**config.mk**
```make
export PLATFORM = sky130hd
export DESIGN_NAME = mem_ss_top
export DESIGN_NICKNAME = d
export VERILOG_FILES = /design/src/mem_ss_pkg.sv /design/src/cal_status_sync.sv /design/src/mem_ss_rst_hs.sv /design/src/mem_ss_csr.sv /design/src/mem_ss_top.sv
export VERILOG_INCLUDE_DIRS = /design/src
export SDC_FILE = /design/constraint.sdc
export NUM_CORES = 1
export LEC_CHECK = 0
export BUFFER_PORTS_ARGS = -buffer_cell sky130_fd_sc_hd__buf_2
export CORE_UTILIZATION = 30
export DETAILED_ROUTE_END_ITERATION = 10
export PLACE_DENSITY = 0.56
export RECOVER_POWER = 100
export SYNTH_ARGS = -nofsm -noshare
export SYNTH_HDL_FRONTEND = slang
export SYNTH_SLANG_ARGS = --single-unit
```
**constraint.sdc**
```tcl
create_clock -name clk -period 1.5 [get_ports clk]
set_input_delay 0 -clock clk [delete_from_list [all_inputs] [get_ports clk]]
set_output_delay 0 -clock clk [all_outputs]
set_load 0.03 [all_outputs]
```
**src/mem_ss_defines.svh**
```systemverilog
// Memory subsystem shell constants
// Channel count, CSR geometry, register map and feature header fields

`ifndef MEM_SS_DEFINES_SVH
`define MEM_SS_DEFINES_SVH

// --------------------
// Geometry
`define NUM_MEM_CHANNELS 4
`define CSR_ADDR_W       11
`define CSR_DATA_W       64
`define SYNC_STAGES      3

// --------------------
// Device feature header fields
`define FEAT_ID          12'h00f
`define FEAT_VER         4'h1
`define NEXT_DFH_OFFSET  24'h1000
`define END_OF_LIST      1'b0
`define FEAT_TYPE        4'h3

// --------------------
// Register byte offsets, one 64-bit word each
`define REG_DFH          11'h000
`define REG_CAL_STATUS   11'h008
`define REG_RST_CTRL     11'h010
`define REG_SCRATCH      11'h018

`endif

```
**src/mem_ss_pkg.sv**
```systemverilog
// Memory subsystem shell types
// Vector types for channels and the CSR port, plus the reset handshake states

`default_nettype none

`include "mem_ss_defines.svh"

package mem_ss_pkg;

   // One bit per memory channel
   typedef logic [`NUM_MEM_CHANNELS-1:0] mem_chan_t;

   // CSR byte address and data word
   typedef logic [`CSR_ADDR_W-1:0] csr_addr_t;
   typedef logic [`CSR_DATA_W-1:0] csr_data_t;

   // Reset handshake toward the memory subsystem
   typedef enum logic [2:0] {
      RST_HS_START   = 3'd0,
      RST_HS_REQ     = 3'd1,
      RST_HS_COLD    = 3'd2,
      RST_HS_RELEASE = 3'd3,
      RST_HS_DONE    = 3'd4
   } rst_hs_state_t;

endpackage

`default_nettype wire

```
**src/cal_status_sync.sv**
```systemverilog
// Calibration status synchronizer
// Carries a vector of asynchronous level flags into the clk domain

`timescale 1ns/1ns
`default_nettype none

module cal_status_sync #(
   parameter int WIDTH  = 4,
   parameter int STAGES = 3
) (
   input  logic             clk,
   input  logic             reset,
   input  logic [WIDTH-1:0] async_in,
   output logic [WIDTH-1:0] sync_out
);

   // Stage 0 is the metastability catcher, the last stage is the output
   logic [WIDTH-1:0] sync_chain [STAGES];

   always_ff @(posedge clk) begin
      if (reset) begin
         sync_chain <= '{default: '0};
      end else begin
         sync_chain[0] <= async_in;
         for (int i = 1; i < STAGES; i++) begin
            sync_chain[i] <= sync_chain[i-1];
         end
      end
   end

   assign sync_out = sync_chain[STAGES-1];

endmodule

`default_nettype wire

```
**src/mem_ss_rst_hs.sv**
```systemverilog
// Memory subsystem reset handshake
// Runs request, cold reset and release toward the subsystem after reset
// and again on a software request

`timescale 1ns/1ns
`default_nettype none

module mem_ss_rst_hs (
   input  logic clk,
   input  logic reset,
   input  logic soft_rst_req,
   input  logic ss_rst_rdy,
   input  logic ss_cold_rst_ack_n,
   output logic ss_rst_req,
   output logic ss_cold_rst_n,
   output logic rst_done,
   output logic rst_busy
);

   import mem_ss_pkg::*;

   rst_hs_state_t state;
   rst_hs_state_t state_next;

   // --------------------
   // Next state
   always_comb begin
      state_next = state;
      case (state)
         RST_HS_START: begin
            state_next = RST_HS_REQ;
         end
         RST_HS_REQ: begin
            // Wait for the subsystem to accept the request
            if (ss_rst_rdy) begin
               state_next = RST_HS_COLD;
            end
         end
         RST_HS_COLD: begin
            if (!ss_cold_rst_ack_n) begin
               state_next = RST_HS_RELEASE;
            end
         end
         RST_HS_RELEASE: begin
            if (ss_cold_rst_ack_n) begin
               state_next = RST_HS_DONE;
            end
         end
         RST_HS_DONE: begin
            // Software restart is only honoured once the last run finished
            if (soft_rst_req) begin
               state_next = RST_HS_REQ;
            end
         end
         default: begin
            state_next = RST_HS_START;
         end
      endcase
   end

   // --------------------
   // State and memory-side outputs
   // Outputs toward the subsystem come straight from flops so they never glitch
   always_ff @(posedge clk) begin
      if (reset) begin
         state         <= RST_HS_START;
         ss_rst_req    <= 1'b0;
         ss_cold_rst_n <= 1'b1;
      end else begin
         state         <= state_next;
         ss_rst_req    <= (state_next == RST_HS_REQ);
         ss_cold_rst_n <= (state_next != RST_HS_COLD);
      end
   end

   // --------------------
   // Status toward the register block
   assign rst_done = (state == RST_HS_DONE);
   assign rst_busy = (state != RST_HS_DONE);

endmodule

`default_nettype wire

```
**src/mem_ss_csr.sv**
```systemverilog
// Memory subsystem register block
// Feature header, calibration status, reset control and scratch registers
// behind a single-cycle read and write strobe port

`timescale 1ns/1ns
`default_nettype none

`include "mem_ss_defines.svh"

module mem_ss_csr (
   input  logic                  clk,
   input  logic                  reset,
   input  mem_ss_pkg::csr_addr_t csr_addr,
   input  logic                  csr_wr,
   input  mem_ss_pkg::csr_data_t csr_wdata,
   input  logic                  csr_rd,
   output mem_ss_pkg::csr_data_t csr_rdata,
   output logic                  csr_rvalid,
   input  mem_ss_pkg::mem_chan_t cal_success,
   input  mem_ss_pkg::mem_chan_t cal_fail,
   input  logic                  rst_done,
   input  logic                  rst_busy,
   output logic                  soft_rst_req
);

   import mem_ss_pkg::*;

   // Fail flags start at bit 8 of the calibration status word
   localparam int CAL_FAIL_LSB = 8;

   csr_data_t dfh_value;
   csr_data_t cal_status_value;
   csr_data_t rst_ctrl_value;
   csr_data_t scratch;
   csr_data_t rd_mux;

   logic wr_rst_ctrl;
   logic wr_scratch;

   // --------------------
   // Read-only register contents

   // Feature header layout
   // type 63:60, reserved 59:41, eol 40, next 39:16, ver 15:12, id 11:0
   assign dfh_value = {
      `FEAT_TYPE,
      19'b0,
      `END_OF_LIST,
      `NEXT_DFH_OFFSET,
      `FEAT_VER,
      `FEAT_ID
   };

   always_comb begin
      cal_status_value = '0;
      cal_status_value[`NUM_MEM_CHANNELS-1:0]              = cal_success;
      cal_status_value[CAL_FAIL_LSB +: `NUM_MEM_CHANNELS] = cal_fail;
   end

   always_comb begin
      rst_ctrl_value    = '0;
      rst_ctrl_value[0] = rst_done;
      rst_ctrl_value[1] = rst_busy;
   end

   // --------------------
   // Write decode
   assign wr_rst_ctrl = csr_wr && (csr_addr == `REG_RST_CTRL);
   assign wr_scratch  = csr_wr && (csr_addr == `REG_SCRATCH);

   always_ff @(posedge clk) begin
      if (reset) begin
         scratch <= '0;
      end else if (wr_scratch) begin
         scratch <= csr_wdata;
      end
   end

   // One-cycle restart pulse, the handshake drops it unless it is idle in done
   always_ff @(posedge clk) begin
      if (reset) begin
         soft_rst_req <= 1'b0;
      end else begin
         soft_rst_req <= wr_rst_ctrl && csr_wdata[0];
      end
   end

   // --------------------
   // Read path
   always_comb begin
      case (csr_addr)
         `REG_DFH: begin
            rd_mux = dfh_value;
         end
         `REG_CAL_STATUS: begin
            rd_mux = cal_status_value;
         end
         `REG_RST_CTRL: begin
            rd_mux = rst_ctrl_value;
         end
         `REG_SCRATCH: begin
            rd_mux = scratch;
         end
         default: begin
            // Unmapped offsets read as zero
            rd_mux = '0;
         end
      endcase
   end

   always_ff @(posedge clk) begin
      if (csr_rd) begin
         csr_rdata <= rd_mux;
      end
   end

   // Valid follows the strobe by exactly one cycle
   always_ff @(posedge clk) begin
      if (reset) begin
         csr_rvalid <= 1'b0;
      end else begin
         csr_rvalid <= csr_rd;
      end
   end

endmodule

`default_nettype wire

```
**src/mem_ss_top.sv**
```systemverilog
// Memory subsystem control and status shell
// Ties the calibration synchronizers, the reset handshake and the register block

`timescale 1ns/1ns
`default_nettype none

`include "mem_ss_defines.svh"

module mem_ss_top (
   input  logic                  clk,
   input  logic                  reset,

   // CSR port
   input  mem_ss_pkg::csr_addr_t csr_addr,
   input  logic                  csr_wr,
   input  mem_ss_pkg::csr_data_t csr_wdata,
   input  logic                  csr_rd,
   output mem_ss_pkg::csr_data_t csr_rdata,
   output logic                  csr_rvalid,

   // Asynchronous calibration levels from the memory subsystem
   input  mem_ss_pkg::mem_chan_t cal_success,
   input  mem_ss_pkg::mem_chan_t cal_fail,

   // Reset handshake toward the memory subsystem
   output logic                  ss_rst_req,
   output logic                  ss_cold_rst_n,
   input  logic                  ss_rst_rdy,
   input  logic                  ss_cold_rst_ack_n
);

   import mem_ss_pkg::*;

   mem_chan_t cal_success_sync;
   mem_chan_t cal_fail_sync;

   logic soft_rst_req;
   logic rst_done;
   logic rst_busy;

   // --------------------
   // Calibration status synchronizers
   cal_status_sync #(
      .WIDTH  (`NUM_MEM_CHANNELS),
      .STAGES (`SYNC_STAGES)
   ) u_cal_success_sync (
      .clk      (clk),
      .reset    (reset),
      .async_in (cal_success),
      .sync_out (cal_success_sync)
   );

   cal_status_sync #(
      .WIDTH  (`NUM_MEM_CHANNELS),
      .STAGES (`SYNC_STAGES)
   ) u_cal_fail_sync (
      .clk      (clk),
      .reset    (reset),
      .async_in (cal_fail),
      .sync_out (cal_fail_sync)
   );

   // --------------------
   // Reset handshake
   mem_ss_rst_hs u_rst_hs (
      .clk               (clk),
      .reset             (reset),
      .soft_rst_req      (soft_rst_req),
      .ss_rst_rdy        (ss_rst_rdy),
      .ss_cold_rst_ack_n (ss_cold_rst_ack_n),
      .ss_rst_req        (ss_rst_req),
      .ss_cold_rst_n     (ss_cold_rst_n),
      .rst_done          (rst_done),
      .rst_busy          (rst_busy)
   );

   // --------------------
   // Register block
   mem_ss_csr u_csr (
      .clk          (clk),
      .reset        (reset),
      .csr_addr     (csr_addr),
      .csr_wr       (csr_wr),
      .csr_wdata    (csr_wdata),
      .csr_rd       (csr_rd),
      .csr_rdata    (csr_rdata),
      .csr_rvalid   (csr_rvalid),
      .cal_success  (cal_success_sync),
      .cal_fail     (cal_fail_sync),
      .rst_done     (rst_done),
      .rst_busy     (rst_busy),
      .soft_rst_req (soft_rst_req)
   );

endmodule

`default_nettype wire

```
==> run metrics, run 1 <==
Mean Syn Cell Area ~12 um^2; synthesis warning total 0; Fmax between 700 and 800 MHz; leading register cell type out of synthesis sky130_fd_sc_hd__dfxtp_1; count of flip-flops with a built-in enable after synthesis 64; area of the mapped netlist 6430 um^2; half-perimeter wire length after detailed placement around 9500 um; placement row count 53; deepest clock path buffer count 2; worst max-slew margin expressed relative to the limit a little under a third; clk root buf sky130_fd_sc_hd__clkbuf_16; Critical Path AT about 1.7 ns; total count of hold-check failures in the final report 0; x dimension of the die between 100 and 150 um; total congestion overflow 0; first-pass iteration count of the detailed router 4; total core area 21000 um^2; power per unit of standard cell area 1120 nW/um^2; largest net degree at the start of global routing slightly below 60; count of buffers from port buffering about 160; number of filler cells placed in the layout approximately 2000; Critical Path Start Type primary input; final number of setup-violating endpoints 0; post-CTS clock slew at the launch and capture registers of the worst setup and hold paths about 0.070 ns; post-route fraction of the period consumed by the critical path 90.0%; effective utilization at floorplan between 30% and 40%; average detailed-routed wire length per instance roughly 14 um; vias after detailed routing between 4000 and 5000; share of the synthesized area in the top cell type between 20 and 30%; most frequent cell after synthesis sky130_fd_sc_hd__nand2b_1; via count of the first global-routing pass about 4600; antenna viol nets, final 0; Synth cell types 33; mean number of vias per cell 4.23; post-CTS setup buffers 0; class of the most critical setup path primary input to register; relative area change from synthesis to final layout 36.5%; routability cong. approximately 0.7; height of the chip 148 um; Worst path max stage delay 0.65 ns; FFs w/ async S/R, synth 0%; wire length reported by the detailed router roughly 15000 um; clock insertion delay at the later pin of the skew report around 0.42 ns; net count reported at finish about 850; sequential fraction of the synthesis area roughly 60%; unrepaired setup endpoints after global routing no; first-pass GRT wire length 22400 um; deepest level of the CTS H-tree 4; leading cell types by count after synthesis sky130_fd_sc_hd__nand2b_1, sky130_fd_sc_hd__dfxtp_1, sky130_fd_sc_hd__mux2i_1; crit path capture type register; finished layout cell area just under 9000 um^2; Total Routing Usage GR between 10% and 20%; dpl cell area about 7500 um^2; reported max-cap violation count 0; Final Max Tran Viols 0; Initial DRC Count between 150 and 200; skew final between 0.007 and 0.008 ns; critical path, cell by cell buf_2 > or4_1 > nor4_4 > buf_12 > clkbuf_2 > mux2i_1; Max rail drop VDD slightly above 700 uV; area enclosed by the die boundary roughly 22000 um^2; share of post-route cells with drive strength above 1 about 17%; post-route setup TNS 0 ns; Min Clock Period, post-route 1.35 ns; largest area contributor in the netlist sky130_fd_sc_hd__edfxtp_1; # IOs roughly 160; DRC 0; worst min-delay path class primary input to register; slowest stage cell on the critical path sky130_fd_sc_hd__or4_1; leading post-synthesis cells by cell area sky130_fd_sc_hd__edfxtp_1, sky130_fd_sc_hd__dfxtp_1, sky130_fd_sc_hd__nand2b_1, sky130_fd_sc_hd__mux2i_1, sky130_fd_sc_hd__and2_1; number of antenna violations at the first check in global routing 0; number of antenna cells inserted 0; number of nets in the synthesized netlist between 600 and 700; static leakage power about 3.2 nW; final core utilization between 40% and 50%; TritonCTS clock tree yes; Slew @ Worst Pin around 1 ns; worst hold margin between 0.03 and 0.04 ns; flip-flop and latch count after synthesis 159; CP Max Fanout 13; number of sinks on the clock net roughly 160; clock buffer count from CTS 17; status finished, final reports clean; required time worst endpoint ~1.9 ns; gate count of the mapped netlist between 500 and 600
==> cells by family after synthesis <==
logic type,Yosys count,synth area share (%)
flops,159,59.4
buf+inv,36,4.36
compound gates,22,1.96
mux,68,10.6
simple gates,242,23.7
==> report_power, final <==
| group | internal (W) | switching, W |
|---|---|---|
| Combinational | 0.000362 | 0.000401 |
| Clock | 0.00264 | 0.00176 |
| Sequential | 0.00458 | 0.0000406 |
| Total | 0.00759 | 0.00221 |
==> area by class of cell <==
class,instances,area (um^2),share of cell area [%]
timing repair buffer,248,1660,18.9
inverter,2,7.51,0.0855
tap,275,344,3.92
clock inverter,7,55.1,0.627
sequential,159,3820,43.5
multi-input combinational,332,2330,26.5
clock buffer,25,562,6.40
==> what timing repair did <==
action | in CTS | in global routing
hold endpoints to repair | 84 | 0
endpoints found under the setup margin | 0 | 1
gates resized for setup | 0 | 1
hold buffers | 76 | 0
==> flip-flops by register name, indices dropped and copies added (netlist names) <==
register and count:
u_csr.csr_rdata 64, u_csr.scratch 64, u_cal_fail_sync.sync_chain 8, u_cal_success_sync.sync_chain 8, u_cal_fail_sync.sync_out 4, u_cal_success_sync.sync_out 4
u_rst_hs.state 3, u_csr.csr_rvalid 1, u_csr.soft_rst_req 1, u_rst_hs.ss_cold_rst_n 1, u_rst_hs.ss_rst_req 1
==> path summary, 6_finish.rpt <==
path | endpoint | start | slack [ns] | cells after the start
hold reg to reg | u_cal_fail_sync.sync_out[3]$_SDFF_PP0_ | u_cal_fail_sync.sync_chain[7]$_SDFF_PP0_ | 0.44 | 1
hold / removal | u_csr.soft_rst_req$_SDFF_PP0_ | csr_addr[4] | 0.03 | 4
setup reg to reg | u_csr.csr_rdata[1]$_DFFE_PP_ | u_rst_hs.state[2]$_SDFF_PP0_ | 0.17 | 3
setup / recovery | u_csr.scratch[52]$_SDFFE_PP0P_ | csr_addr[10] | 0.15 | 6
==> per-stage QoR <==
step	setup WS (ns)	total power, W	std cells
5_1_grt	0.0697	0.0101	1048
6_report	0.150	0.00979	1048
3_5_place_dp	-0.170	0.00535	940
3_3_place_gp	-0.140	0.00534	940
2_1_floorplan	0.0911	0.00505	527
4_1_cts	0.0661	0.00995	1048
==> worst max-delay path: cells and delay by family <==
kind          cells  cell delay (ns)
mux               1             0.21
simple gates      2             0.96
buf+inv           3             0.51
==> metal layers <==
| layer | vias to the layer above | GRT usage (%) | part of all wire [%] |
|---|---|---|---|
| li1 | 2212 | - | - |
| met4 | 0 | 5.93 | 1.9 |
| met1 | 2067 | 17.0 | 48 |
| met2 | 131 | 21.7 | 45 |
| met5 | - | 0 | 0 |
| met3 | 25 | 3.07 | 4.6 |
==> cell usage in the layout (no fill, tap or decap), types with 4 or more instances in the layout <==
cell type,instances
sky130_fd_sc_hd__clkbuf_1,74
sky130_fd_sc_hd__nor2b_1,26
sky130_fd_sc_hd__edfxtp_1,64
sky130_fd_sc_hd__dlygate4sd3_1,76
sky130_fd_sc_hd__nor2_1,11
sky130_fd_sc_hd__clkbuf_16,22
sky130_fd_sc_hd__nand2_1,5
sky130_fd_sc_hd__and2_1,33
sky130_fd_sc_hd__buf_4,4
sky130_fd_sc_hd__dfxtp_1,95
sky130_fd_sc_hd__and2_0,21
sky130_fd_sc_hd__mux2i_1,68
sky130_fd_sc_hd__buf_12,8
sky130_fd_sc_hd__a21oi_1,12
sky130_fd_sc_hd__buf_2,86
sky130_fd_sc_hd__nand2b_1,129
(Power assumes the default switching activity.)
==> run 2: changes to the inputs <==
--- a/config.mk
+++ b/config.mk
@@ -9,7 +9,7 @@
 export BUFFER_PORTS_ARGS = -buffer_cell sky130_fd_sc_hd__buf_2
 export CORE_UTILIZATION = 30
 export DETAILED_ROUTE_END_ITERATION = 10
-export PLACE_DENSITY = 0.56
+export PLACE_DENSITY = 0.54
 export RECOVER_POWER = 100
 export SYNTH_ARGS = -nofsm -noshare
 export SYNTH_HDL_FRONTEND = slang
==> constraint.sdc (replaced) <==
create_clock -name clk -period 1.7 [get_ports clk]
set_input_delay 0 -clock clk [delete_from_list [all_inputs] [get_ports clk]]
set_output_delay 0 -clock clk [all_outputs]
set_load 0.03 [all_outputs]
==> run 2 against run 1 <==
Net effect:
- the flow now finishes with violations (max-capacitance violations, max-slew violations)
- highest routed layer unchanged
- setup slack got worse by 0.082 ns
- hold slack improved by 0.043 ns
- critical endpoint is now u_csr.soft_rst_req$_SDFF_PP0_
- register-to-register slack improved by 0.16 ns
- final cell count did not move
- core utilization fell by 0.52 points
- combinational power fell by 14%
- clock power fell by 18%
- clock skew fell by 0.0024 ns
- via count fell by 1.8%
- sequential power fell by 12%
- die area did not move
==> run metrics, run 2 (synthesis gave the netlist of run 1 again) <==
status complete, but fails checks; violated checks max-capacitance violations, max-slew violations; leading cell types in the layout, fill and taps excluded sky130_fd_sc_hd__nand2b_1, sky130_fd_sc_hd__dfxtp_1, sky130_fd_sc_hd__buf_2, sky130_fd_sc_hd__dlygate4sd3_1, sky130_fd_sc_hd__clkbuf_1; number of antenna cells inserted 0; Min Clock Period, post-route approximately 1.6 ns; deepest clock path buffer count 2; Clk network pwr share between 40% and 50%; reported max-cap violation count 1; combinational share of power under 10%; CP Max Fanout 9; antenna viol nets, final 0; total congestion overflow 0; Sw Ratio ~22%; power after layout between 0.008 and 0.009 W; skew final about 0.0051 ns; Max rail drop VDD around 650 uV; number of sinks on the clock net approximately 160; Initial DRC Count 140; post-CTS clock slew at the launch and capture registers of the worst setup and hold paths about 0.060 ns; area enclosed by the die boundary around 22000 um^2; effective utilization at floorplan 30.6%; average detailed-routed wire length per instance 13.3 um; crit path capture type register; x dimension of the die about 150 um; power per unit of standard cell area a little under 1000 nW/um^2; share of power burned in registers 48.9%; post-route fraction of the period consumed by the critical path 96.0%; clock buffer count from CTS 17; largest net degree at the start of global routing 71; length of routed met3 wiring 649 um; TritonCTS clock tree yes; required time worst endpoint just over 2 ns; count of buffers from port buffering 155; DRC 0; total core area roughly 21000 um^2; relative area change from synthesis to final layout 34.8%; metal2 WL 6310 um; Total Routing Usage GR between 10 and 15%; vias after detailed routing roughly 4400; first-pass iteration count of the detailed router 4; worst max-slew margin expressed relative to the limit -14.9%; worst min-delay path class primary input to register; wire length reported by the detailed router 13900 um; Critical Path Start Type primary input; number of filler cells placed in the layout 2054; final number of setup-violating endpoints 0; clock insertion delay at the later pin of the skew report 0.41 ns; net count reported at finish between 800 and 900; static leakage power around 3.2 nW; share of post-route cells with drive strength above 1 around 17%; commonest non-fill, non-tap cell in the layout sky130_fd_sc_hd__nand2b_1; deepest level of the CTS H-tree 4; unrepaired setup endpoints after global routing no; uppermost layer routed met4; Critical Path AT between 1.5 and 2 ns; total count of hold-check failures in the final report 0; post-route met1 wirelength around 7000 um; mean number of vias per cell 4.15; height of the chip between 100 and 150 um; class of the most critical setup path primary input to register; Int Power ~0.0065 W; routability cong. around 0.77; P_sw 0.00185 W; # IOs 156; biggest registers after layout u_csr.csr_rdata x64, u_csr.scratch x64; clk root buf sky130_fd_sc_hd__clkbuf_16; half-perimeter wire length after detailed placement 8880 um; post-route setup TNS 0 ns; number of antenna violations at the first check in global routing 0; Fmax 613 MHz; via count of the first global-routing pass 4437; Slew @ Worst Pin roughly 1.7 ns; placement row count 53; first-pass GRT wire length 21700 um; Final Max Tran Viols 66
[run 2: final cells by class]
type / instances / area, um^2 / area share (%)
multi-input cells: 332 / 2310 / 26.7
clock inverters: 13 / 123 / 1.41
flip-flops and latches: 159 / 3820 / 44.1
inverters: 2 / 7.51 / 0.0866
repair buffers: 249 / 1630 / 18.8
clock buffers: 18 / 429 / 4.95
well taps: 275 / 344 / 3.97
[run 2: stage by stage]
stage	cell area [um^2]	cells	hold slack, ns	util, %	setup slack [ns]
floorplan	6430	527	0.112	-	0.291
global placement	7470	936	0.214	35.5	0.0648
detailed placement	7470	936	0.214	35.5	0.0104
CTS	8780	1043	0.0503	41.8	0.0519
global route	8670	1048	0.0777	41.3	0.00720
finish	8670	1048	0.0734	41.3	0.0678
[run 2: metal layers]
layer,global-route usage (%),up-vias
li1,-,2222
met1,16.6,2000
met2,20.5,118
met3,3.50,13
met4,4.43,0
met5,0,-
[run 2: worst paths after layout]
check | startpoint | end | slack [ns] | cells after the start
min | csr_addr[3] | u_csr.csr_rdata[1]$_DFFE_PP_ | 0.07 | 3
min reg2reg | u_cal_success_sync.sync_chain[7]$_SDFF_PP0_ | u_cal_success_sync.sync_out[3]$_SDFF_PP0_ | 0.43 | 1
max reg2reg | u_rst_hs.state[2]$_SDFF_PP0_ | u_csr.csr_rdata[1]$_DFFE_PP_ | 0.33 | 3
max | csr_addr[10] | u_csr.soft_rst_req$_SDFF_PP0_ | 0.07 | 5
[run 2: worst max-delay path: stages]
cell                            delay [ns]
sky130_fd_sc_hd__buf_2                0.09
sky130_fd_sc_hd__or4_4                0.56
sky130_fd_sc_hd__or3_1                0.56
sky130_fd_sc_hd__nor3_2               0.22
sky130_fd_sc_hd__dlygate4sd3_1        0.55
[run 2: power groups by stage]
| stage | sequential [W] | clock [W] | combinational, W |
|---|---|---|---|
| 2_1_floorplan | 0.00428 | 0 | 0.000181 |
| 3_3_place_gp | 0.00415 | 0 | 0.000553 |
| 3_5_place_dp | 0.00416 | 0 | 0.000555 |
| 4_1_cts | 0.00407 | 0.00373 | 0.000690 |
| 5_1_grt | 0.00409 | 0.00390 | 0.000712 |
| 6_report | 0.00408 | 0.00361 | 0.000655 |
[run 2: what timing repair did]
item	CTS	global route
hold buffers	76	0
endpoints found under the hold margin	77	0
setup endpoints to repair	0	10
buffers inserted	0	5
gates resized for setup	0	2
